### config.mk
export PLATFORM = sky130hd
export DESIGN_NAME = cpu_exec_top
export DESIGN_NICKNAME = d
export VERILOG_FILES = /design/src/logic/bus_pkg.sv /design/src/logic/isa_pkg.sv /design/src/logic/alu.sv /design/src/logic/cpu_exec_top.sv /design/src/logic/exec_sequencer.sv /design/src/logic/instr_decoder.sv /design/src/logic/reg_file.sv
export SDC_FILE = /design/constraint.sdc
export NUM_CORES = 1
export LEC_CHECK = 0
export BUFFER_PORTS_ARGS = -buffer_cell sky130_fd_sc_hd__buf_2
export CAP_MARGIN = 5
export CORE_MARGIN = 2
export CORE_UTILIZATION = 25
export DETAILED_ROUTE_END_ITERATION = 10
export PLACE_DENSITY_LB_ADDON = 0.08
export SYNTH_ARGS = -nofsm -noshare
export SYNTH_HDL_FRONTEND = slang
export SYNTH_SLANG_ARGS = --single-unit
export TNS_END_PERCENT = 30
### constraint.sdc
create_clock -name clk -period 8.3 [get_ports clk]
set_input_delay 0.83 -clock clk [delete_from_list [all_inputs] [get_ports clk]]
set_output_delay 0.83 -clock clk [all_outputs]
set_load 0.005 [all_outputs]
### src/logic/bus_pkg.sv
// wishbone classic request and response structs, host port address map
package bus_pkg;

    typedef struct packed {
        logic        cyc;
        logic        stb;
        logic        we;
        logic [15:0] adr;
        logic [31:0] dat;
    } wb_req_t;

    typedef struct packed {
        logic        ack;
        logic [31:0] dat;
    } wb_rsp_t;

    // host port map
    localparam logic [15:0] host_adr_instr    = 16'h0000;
    // r0 to r7 at base + index
    localparam logic [15:0] host_adr_reg_base = 16'h0010;
    localparam logic [15:0] host_adr_flags    = 16'h0020;
    localparam logic [15:0] host_adr_pc       = 16'h0021;

endpackage

### src/logic/isa_pkg.sv
// opcode and condition enums, flag bit positions, instruction, decoded-op and alu result types
package isa_pkg;

    typedef enum logic [4:0] {
        op_nop  = 5'd0,
        op_add  = 5'd1,
        op_sub  = 5'd2,
        op_adc  = 5'd3,
        op_sbb  = 5'd4,
        op_cmp  = 5'd5,
        op_mov  = 5'd6,
        op_and  = 5'd7,
        op_or   = 5'd8,
        op_xor  = 5'd9,
        op_not  = 5'd10,
        op_neg  = 5'd11,
        op_shl  = 5'd12,
        op_shr  = 5'd13,
        op_test = 5'd14,
        op_jmp  = 5'd15,
        op_set  = 5'd16,
        op_ld   = 5'd17,
        op_st   = 5'd18,
        op_push = 5'd19,
        op_pop  = 5'd20
    } opcode_e;

    typedef enum logic [3:0] {
        cond_always = 4'd0,
        cond_eq     = 4'd1,
        cond_ne     = 4'd2,
        cond_os     = 4'd3,
        cond_oc     = 4'd4,
        cond_cs     = 4'd5,
        cond_cc     = 4'd6,
        cond_n      = 4'd7,
        cond_p      = 4'd8,
        cond_l      = 4'd9,
        cond_ge     = 4'd10,
        cond_le     = 4'd11,
        cond_g      = 4'd12,
        cond_hi     = 4'd13,
        cond_ls     = 4'd14
    } cond_e;

    // bit positions inside flags_t
    localparam int flag_zero     = 0;
    localparam int flag_carry    = 1;
    localparam int flag_sign     = 2;
    localparam int flag_overflow = 3;

    typedef logic [3:0] flags_t;

    // host-issued instruction word, msb first
    typedef struct packed {
        opcode_e     opcode;
        logic [2:0]  rd;
        logic [2:0]  rs;
        cond_e       cond;
        logic        imm_en;
        logic [15:0] imm;
    } instr_t;

    typedef struct packed {
        opcode_e     opcode;
        logic [2:0]  rd;
        logic [2:0]  rs;
        cond_e       cond;
        logic        imm_en;
        logic [15:0] imm;
        logic        writes_rd;
        logic        sets_flags;
        logic        is_mem;
        logic        is_jump;
    } dec_op_t;

    typedef struct packed {
        logic [15:0] result;
        flags_t      flags;
        logic        take;
        logic [15:0] mem_data;
    } alu_out_t;

endpackage

### src/logic/alu.sv
// registered alu: arithmetic, logic, shifts, address generation, condition evaluation, flags
`timescale 1ns/1ps

module alu import isa_pkg::*; (
    input  logic        clk,
    input  logic        en,
    input  dec_op_t     op,
    input  logic [15:0] rd_data,
    input  logic [15:0] rs_data,
    input  flags_t      flags_in,
    output alu_out_t    res
);

    logic [15:0] data1;
    logic [15:0] data2;
    logic [16:0] sum;
    logic        ov_op;
    logic        sign1;
    logic        sign2;
    logic        take;
    logic [15:0] mem_data;
    alu_out_t    res_next;

    function automatic logic cond_true(input flags_t f, input cond_e code);
        logic z;
        logic c;
        logic s;
        logic v;
        z = f[flag_zero];
        c = f[flag_carry];
        s = f[flag_sign];
        v = f[flag_overflow];
        case (code)
            cond_always: cond_true = 1'b1;
            cond_eq:     cond_true = z;
            cond_ne:     cond_true = ~z;
            cond_os:     cond_true = v;
            cond_oc:     cond_true = ~v;
            cond_cs:     cond_true = c;
            cond_cc:     cond_true = ~c;
            cond_n:      cond_true = s;
            cond_p:      cond_true = ~s;
            cond_l:      cond_true = s ^ v;
            cond_ge:     cond_true = ~(s ^ v);
            cond_le:     cond_true = (s ^ v) | z;
            cond_g:      cond_true = ~(s ^ v) & ~z;
            cond_hi:     cond_true = ~c & ~z;
            cond_ls:     cond_true = c | z;
            default:     cond_true = 1'b0;
        endcase
    endfunction

    assign data1 = rd_data;
    assign data2 = op.imm_en ? op.imm : rs_data;
    assign take  = cond_true(flags_in, op.cond);

    always_comb begin
        sum      = '0;
        ov_op    = 1'b0;
        sign1    = data1[15];
        sign2    = data2[15];
        mem_data = data1;

        case (op.opcode)
            op_add: begin
                sum   = {1'b0, data1} + {1'b0, data2};
                ov_op = 1'b1;
            end
            op_adc: begin
                sum   = {1'b0, data1} + {1'b0, data2} + {16'h0000, flags_in[flag_carry]};
                ov_op = 1'b1;
            end
            // bit 16 becomes the borrow
            op_sub, op_cmp: begin
                sum   = {1'b0, data1} - {1'b0, data2};
                ov_op = 1'b1;
                sign2 = ~data2[15];
            end
            op_sbb: begin
                sum   = {1'b0, data1} - {1'b0, data2} - {16'h0000, flags_in[flag_carry]};
                ov_op = 1'b1;
                sign2 = ~data2[15];
            end
            op_mov:  sum = {1'b0, data2};
            op_and:  sum = {1'b0, data1 & data2};
            op_test: sum = {1'b0, data1 & data2};
            op_or:   sum = {1'b0, data1 | data2};
            op_xor:  sum = {1'b0, data1 ^ data2};
            op_not:  sum = {1'b0, ~data1};
            op_neg:  sum = {1'b0, 16'h0000 - data1};
            // last bit shifted out of the top lands in bit 16
            op_shl:  sum = {1'b0, data1} << data2[3:0];
            op_shr:  sum = {1'b0, data1} >> data2[3:0];
            op_jmp:  sum = {1'b0, op.imm_en ? op.imm : data1};
            op_set:  sum = {16'h0000, take};
            op_ld, op_st: begin
                sum = {1'b0, op.imm_en ? rs_data + op.imm : rs_data};
            end
            // rs is the stack pointer here
            op_push: begin
                sum      = {1'b0, rs_data - 16'd2};
                mem_data = op.imm_en ? op.imm : data1;
            end
            op_pop:  sum = {1'b0, rs_data};
            default: sum = '0;
        endcase

        res_next.result                  = sum[15:0];
        res_next.flags[flag_zero]        = (sum[15:0] == 16'h0000);
        res_next.flags[flag_carry]       = sum[16];
        res_next.flags[flag_sign]        = sum[15];
        res_next.flags[flag_overflow]    = ov_op && (sign1 == sign2) && (sign1 != sum[15]);
        res_next.take                    = take;
        res_next.mem_data                = mem_data;
    end

    always_ff @(posedge clk) begin
        if (en) begin
            res <= res_next;
        end
    end

endmodule

### src/logic/cpu_exec_top.sv
// execute core top level: decoder, register file, alu and sequencer
`timescale 1ns/1ps

module cpu_exec_top import isa_pkg::*, bus_pkg::*; (
    input  logic    clk,
    input  logic    rst,
    input  wb_req_t host_req,
    output wb_rsp_t host_rsp,
    output wb_req_t mem_req,
    input  wb_rsp_t mem_rsp
);

    instr_t      instr;
    dec_op_t     dec;
    alu_out_t    res;
    flags_t      flags;
    logic        alu_en;
    logic [15:0] rd_data;
    logic [15:0] rs_data;
    logic        rf_wr_en;
    logic [2:0]  rf_wr_sel;
    logic [15:0] rf_wr_data;
    logic        sp_wr_en;
    logic [15:0] sp_data;
    logic [2:0]  dbg_sel;

    instr_decoder u_dec (
        .instr (instr),
        .dec   (dec)
    );

    reg_file u_rf (
        .clk      (clk),
        .rst      (rst),
        .rd_sel   (dbg_sel),
        .rs_sel   (dec.rs),
        .rd_data  (rd_data),
        .rs_data  (rs_data),
        .wr_en    (rf_wr_en),
        .wr_sel   (rf_wr_sel),
        .wr_data  (rf_wr_data),
        .sp_wr_en (sp_wr_en),
        .sp_data  (sp_data)
    );

    alu u_alu (
        .clk      (clk),
        .en       (alu_en),
        .op       (dec),
        .rd_data  (rd_data),
        .rs_data  (rs_data),
        .flags_in (flags),
        .res      (res)
    );

    exec_sequencer u_seq (
        .clk        (clk),
        .rst        (rst),
        .host_req   (host_req),
        .host_rsp   (host_rsp),
        .mem_req    (mem_req),
        .mem_rsp    (mem_rsp),
        .instr      (instr),
        .dec        (dec),
        .alu_en     (alu_en),
        .res        (res),
        .rd_data    (rd_data),
        .rf_wr_en   (rf_wr_en),
        .rf_wr_sel  (rf_wr_sel),
        .rf_wr_data (rf_wr_data),
        .sp_wr_en   (sp_wr_en),
        .sp_data    (sp_data),
        .flags      (flags),
        .dbg_sel    (dbg_sel)
    );

endmodule

### src/logic/exec_sequencer.sv
// execute sequencer: host slave port, retirement, flags and pc, data-bus master
`timescale 1ns/1ps

module exec_sequencer import isa_pkg::*, bus_pkg::*; (
    input  logic        clk,
    input  logic        rst,
    input  wb_req_t     host_req,
    output wb_rsp_t     host_rsp,
    output wb_req_t     mem_req,
    input  wb_rsp_t     mem_rsp,
    output instr_t      instr,
    input  dec_op_t     dec,
    output logic        alu_en,
    input  alu_out_t    res,
    input  logic [15:0] rd_data,
    output logic        rf_wr_en,
    output logic [2:0]  rf_wr_sel,
    output logic [15:0] rf_wr_data,
    output logic        sp_wr_en,
    output logic [15:0] sp_data,
    output flags_t      flags,
    output logic [2:0]  dbg_sel
);

    typedef enum logic [1:0] {st_idle, st_exec, st_mem, st_resp} state_e;

    state_e      state;
    instr_t      instr_q;
    flags_t      flags_q;
    logic [15:0] pc_q;
    logic        retire_q;
    logic [31:0] host_dat_q;
    logic [15:0] ld_data_q;
    logic        host_sel;
    logic        instr_wr;
    logic        stack_op;
    logic        retiring;
    logic [31:0] rd_reply;

    assign host_sel = host_req.cyc && host_req.stb;
    assign instr_wr = host_sel && host_req.we && (host_req.adr == host_adr_instr);
    assign stack_op = (instr_q.opcode == op_push) || (instr_q.opcode == op_pop);
    assign retiring = (state == st_resp) && retire_q;

    // push and pop always address through r7
    always_comb begin
        instr = instr_q;
        if (stack_op) begin
            instr.rs = 3'd7;
        end
    end

    // rd port serves host register reads while idle
    assign dbg_sel = (state == st_idle) ? host_req.adr[2:0] : dec.rd;
    assign alu_en  = (state == st_exec);

    always_comb begin
        rd_reply = '0;
        if (host_req.adr[15:3] == host_adr_reg_base[15:3]) begin
            rd_reply = {16'h0000, rd_data};
        end else if (host_req.adr == host_adr_flags) begin
            rd_reply = {28'h0000000, flags_q};
        end else if (host_req.adr == host_adr_pc) begin
            rd_reply = {16'h0000, pc_q};
        end
    end

    always_ff @(posedge clk) begin
        if (rst) begin
            state    <= st_idle;
            retire_q <= 1'b0;
            flags_q  <= '0;
            pc_q     <= '0;
        end else begin
            case (state)
                st_idle: begin
                    if (host_sel) begin
                        retire_q <= instr_wr;
                        state    <= instr_wr ? st_exec : st_resp;
                    end
                end
                st_exec: state <= dec.is_mem ? st_mem : st_resp;
                st_mem: begin
                    if (mem_rsp.ack) begin
                        state <= st_resp;
                    end
                end
                st_resp: begin
                    state <= st_idle;
                    if (retire_q) begin
                        if (dec.sets_flags) begin
                            flags_q <= res.flags;
                        end
                        if (dec.is_jump && res.take) begin
                            pc_q <= res.result;
                        end else begin
                            pc_q <= pc_q + 16'd1;
                        end
                    end
                end
                default: state <= st_idle;
            endcase
        end
    end

    always_ff @(posedge clk) begin
        if (state == st_idle && host_sel) begin
            host_dat_q <= host_req.we ? 32'h0 : rd_reply;
            if (instr_wr) begin
                instr_q <= host_req.dat;
            end
        end
        if (state == st_mem && mem_rsp.ack) begin
            ld_data_q <= mem_rsp.dat[15:0];
        end
    end

    assign host_rsp.ack = (state == st_resp);
    assign host_rsp.dat = host_dat_q;

    // request held from state and alu output, both stable until ack
    always_comb begin
        mem_req = '0;
        if (state == st_mem) begin
            mem_req.cyc = 1'b1;
            mem_req.stb = 1'b1;
            mem_req.we  = (dec.opcode == op_st) || (dec.opcode == op_push);
            mem_req.adr = res.result;
            mem_req.dat = {16'h0000, res.mem_data};
        end
    end

    assign rf_wr_en   = retiring && dec.writes_rd;
    assign rf_wr_sel  = dec.rd;
    assign rf_wr_data = dec.is_mem ? ld_data_q : res.result;
    assign sp_wr_en   = retiring && stack_op;
    assign sp_data    = (dec.opcode == op_push) ? res.result : res.result + 16'd2;
    assign flags      = flags_q;

endmodule

### src/logic/instr_decoder.sv
// instruction decoder with field extraction and operation classification
`timescale 1ns/1ps

module instr_decoder import isa_pkg::*; (
    input  instr_t  instr,
    output dec_op_t dec
);

    always_comb begin
        dec.opcode     = instr.opcode;
        dec.rd         = instr.rd;
        dec.rs         = instr.rs;
        dec.cond       = instr.cond;
        dec.imm_en     = instr.imm_en;
        dec.imm        = instr.imm;
        dec.writes_rd  = 1'b0;
        dec.sets_flags = 1'b0;
        dec.is_mem     = 1'b0;
        dec.is_jump    = 1'b0;

        case (instr.opcode)
            op_add, op_sub, op_adc, op_sbb, op_mov, op_and, op_or, op_xor,
            op_not, op_neg, op_shl, op_shr: begin
                dec.writes_rd  = 1'b1;
                dec.sets_flags = 1'b1;
            end
            // flags only with the destination untouched
            op_cmp, op_test: begin
                dec.sets_flags = 1'b1;
            end
            op_jmp: begin
                dec.is_jump = 1'b1;
            end
            op_set: begin
                dec.writes_rd = 1'b1;
            end
            op_ld, op_pop: begin
                dec.writes_rd = 1'b1;
                dec.is_mem    = 1'b1;
            end
            op_st, op_push: begin
                dec.is_mem = 1'b1;
            end
            default: begin
                // nop and unknown encodings only advance pc
                dec.opcode = op_nop;
            end
        endcase
    end

endmodule

### src/logic/reg_file.sv
// eight-entry 16-bit register file, two read ports, result and stack-pointer write ports
`timescale 1ns/1ps

module reg_file (
    input  logic        clk,
    input  logic        rst,
    input  logic [2:0]  rd_sel,
    input  logic [2:0]  rs_sel,
    output logic [15:0] rd_data,
    output logic [15:0] rs_data,
    input  logic        wr_en,
    input  logic [2:0]  wr_sel,
    input  logic [15:0] wr_data,
    input  logic        sp_wr_en,
    input  logic [15:0] sp_data
);

    logic [15:0] regs [8];

    assign rd_data = regs[rd_sel];
    assign rs_data = regs[rs_sel];

    always_ff @(posedge clk) begin
        if (rst) begin
            for (int i = 0; i < 8; i++) begin
                regs[i] <= '0;
            end
        end else begin
            // r7 doubles as stack pointer
            if (sp_wr_en) begin
                regs[7] <= sp_data;
            end
            // result port comes last so it wins on r7, e.g. pop r7
            if (wr_en) begin
                regs[wr_sel] <= wr_data;
            end
        end
    end

endmodule

==> impl_metrics.toml <==
[timing]
worst_pin_slew_ns = 1.36
slew_viol_final = 0
finalSetupViolations = 0
max_freq_ghz = 0.133
finalCriticalPeriod_ns = 7.55
totalNegativeSetupSlack_ns = 0
rsz0062_at_grt = "false"
slew_headroom_pct = 6.53
clock_skew_ns = 0.0317
finalHoldViolCount = 0
final.period_utilization_pct = 90.9

[drt]
dr_total_vias = 20657
wire_per_inst_um = 29.3
antenna_left = 0
dr.pass1.iters = 7
drcViolationCount = 0
vias_per_cell = 5.65
finalWirelength_mm = 107
dr.first_iter.drc_count = 2168

[worst_hold_path]
hp-start = "host_req[25]"
hp-class = "input port to flop"

[yosys]
synth-edff-count = 228
yosys-top-cells-area = "edfxtp_1 33%, nor2_1 5.5%, nand2_1 4.8%"
synth_largest_area_cell = "edfxtp_1"
synth.most_common_cell = "nor2_1"
ys_ff_latch = 251
syn_area_mm2 = 0.0211
synth_top_cells_by_count = "308 x nor2_1, 272 x nand2_1, 228 x edfxtp_1, 114 x a21oi_1, 105 x o21ai_0"
synth_cell_types = 104
ys_warn_count = 0
syn_area_per_cell_um2 = 8.61
synthCells = 2445
ys_seq_area_share_pct = 34.7
synth_ff_type = "edfxtp_1"
synth_top_area_share_pct = 32.5
synth-async-reset-ratio_pct = 0

[clocking]
clkLatencyLatePin_ns = 0.58
h-tree-depth = 2
cts.sinks = 251
post_cts_buffers = 0
cts.clk_slew.worst_paths_ns = 0.06
cts_max_path_buffers = 3
cts-resized-gates = 0
hold_buffers = 0
cts_tree = "built"
numCtsBuffers = 35
cts-root-buf = "clkbuf_16"

[cells_and_area]
drive_gt1_share_pct = 14.3
stdcell_area_mm2 = 0.0240
syn_to_final_growth_pct = 14.1
nFillCells = 8997
nets = 2718

[global_routing]
grt_pass1_wl_mm = 150
grt_pass1_vias = 19664
overflow = 0
grt_max_degree = 69
antenna_found_initial = 2
grtUsageTotal_pct = 24.2

[power]
cellLeakagePower_nw = 8.94
p_per_area_mw_per_mm2 = 283
peakVddDrop_uv = 123

[critical_path]
r2r-end = "u_alu.res[17]"
rr_worst_depth = 21
critPathRequiredTime_ns = 8.69
cp_slowest_cell = "a32o_1"
critPathMaxFanout = 15
crit_path_end_kind = "flop"
crit_family = "compound AO/OA/AOI/OAI gates"
slowest_delay_ns = 0.77
timing.critical_path.from = "u_seq.state[0]"
critPathLaunchType = "flop"
crit_chain = "inv_1 > ha_1 > and2_1 > a32o_1 > a32oi_2 > nand2_2 > inv_1 > ha_1 > fa_1 > nor2b_1 > o211a_1 > o32ai_2 > o21ai_0 > xor2_1 > a32oi_1 > o21ai_0 > nor3_1 > o211ai_1 > or3_1 > or4_1 > nor4b_4"
cp-endpoint = "u_alu.res[17]"
cp.arrival_ns = 7.93
critical_path_class = "flop to flop"
r2r_slack_ns = 0.75
cp.depth = 21
crit_buf_inv = 2
r2r_start = "u_seq.state[0]"

[die]
die_area_mm2 = 0.0865
start_util_pct = 25.2
die_h_um = 294
die_w_um = 294
fp-row-count = 106
num_io_pins = 170
coreArea_mm2 = 0.0836

[placed_design]
dp_hpwl_mm = 80.3
port_buffers = 121
gp_congestion = 0.991
place_area_mm2 = 0.0229

[flow_run]
drv_cap = 0

[status]
status = "completed"
[worst register-to-register path: stages (launching register included)]
cell and delay, ns:
dfxtp_1 0.33, inv_1 0.12, ha_1 0.65, and2_1 0.32, a32o_1 0.77, a32oi_2 0.18, nand2_2 0.23, inv_1 0.18
ha_1 0.31, fa_1 0.53, nor2b_1 0.21, o211a_1 0.28, o32ai_2 0.38, o21ai_0 0.30, xor2_1 0.33, a32oi_1 0.34
o21ai_0 0.13, nor3_1 0.30, o211ai_1 0.13, or3_1 0.49, or4_1 0.62, nor4b_4 0.26
[flip-flops by register name, summed over array words and instances, names as in the netlist]
| register | cells |
|---|---|
| u_alu.res | 36 |
| u_rf.regs | 128 |
| u_seq.flags | 4 |
| u_seq.host_dat_q | 16 |
| u_seq.instr | 29 |
| u_seq.instr_q | 3 |
| u_seq.ld_data_q | 16 |
| u_seq.pc_q | 16 |
| u_seq.retire_q | 1 |
| u_seq.state | 2 |
[cell type report]
class / instances / area (µm²) / share of cell area, %
multi-input cells: 1947 / 12500 / 52.0
flip-flops and latches: 251 / 7310 / 30.4
repair buffers: 233 / 1460 / 6.07
well taps: 1080 / 1350 / 5.62
clock buffers: 42 / 912 / 3.80
inverters: 83 / 317 / 1.32
clock inverters: 21 / 175 / 0.729
diodes: 1 / 2.50 / 0.0104
[power by group]
group | internal (mW) | switching, mW
registers | 1.52 | 0.0980
clock network | 0.824 | 0.638
logic | 1.13 | 2.59
[metrics by stage]
step / hold slack, ns / setup slack [ns] / util, % / total power, mW / cells
6_report: 0.417 / 0.754 / 28.8 / 6.81 / 3658
5_1_grt: 0.405 / 0.367 / 28.8 / 7.13 / 3657
4_1_cts: 0.388 / 0.805 / 28.8 / 6.78 / 3657
3_5_place_dp: 0.481 / 0.874 / 27.5 / 5.27 / 3594
3_3_place_gp: 0.480 / 0.920 / 27.5 / 5.29 / 3594
2_1_floorplan: 0.456 / 2.30 / - / 3.82 / 2476
[metal layers]
layer  vias to the layer above  share of wire [%]  GRT usage (%)
met1                     10356                 47           34.7
li1                       9263                  -              -
met2                       886                 43           37.0
met4                         4                3.6           8.11
met5                         -              0.021              0
met3                       148                6.3           3.41
[placed cells by master (no fill, tap or decap), types with 72 or more instances in the layout]
cell type and count:
buf_2 121, nor2_1 306, a21oi_1 114, nand3_1 84, o21ai_0 105, inv_1 72
ha_1 77, nand2_1 272, mux2i_1 81, edfxtp_1 228, buf_4 111
[cells by family (layout without fill, tap and decap cells)]
family,after synthesis,in the layout,share of synthesized area [%]
AND/OR/NAND/NOR,1002,1002,22.7
AO/OA/AOI/OAI,629,629,21.2
buffers and inverters,278,379,6.56
flip-flops,251,251,34.7
multiplexers,112,112,6.17
XOR/XNOR,91,91,3.79
adder cells (fa/ha/maj),81,81,4.92
other,1,33,0.0178
[worst min path at each step]
stage	cells past startpoint	to	slack, ns
finish	1	u_seq.instr[25]	0.42
global route	1	u_seq.instr[25]	0.40
CTS	1	u_seq.instr[9]	0.39
detailed placement	2	u_seq.flags[1]	0.48
global placement	2	u_seq.flags[1]	0.48
floorplan	2	u_seq.flags[0]	0.46
Power figures use the tool's default switching activity.
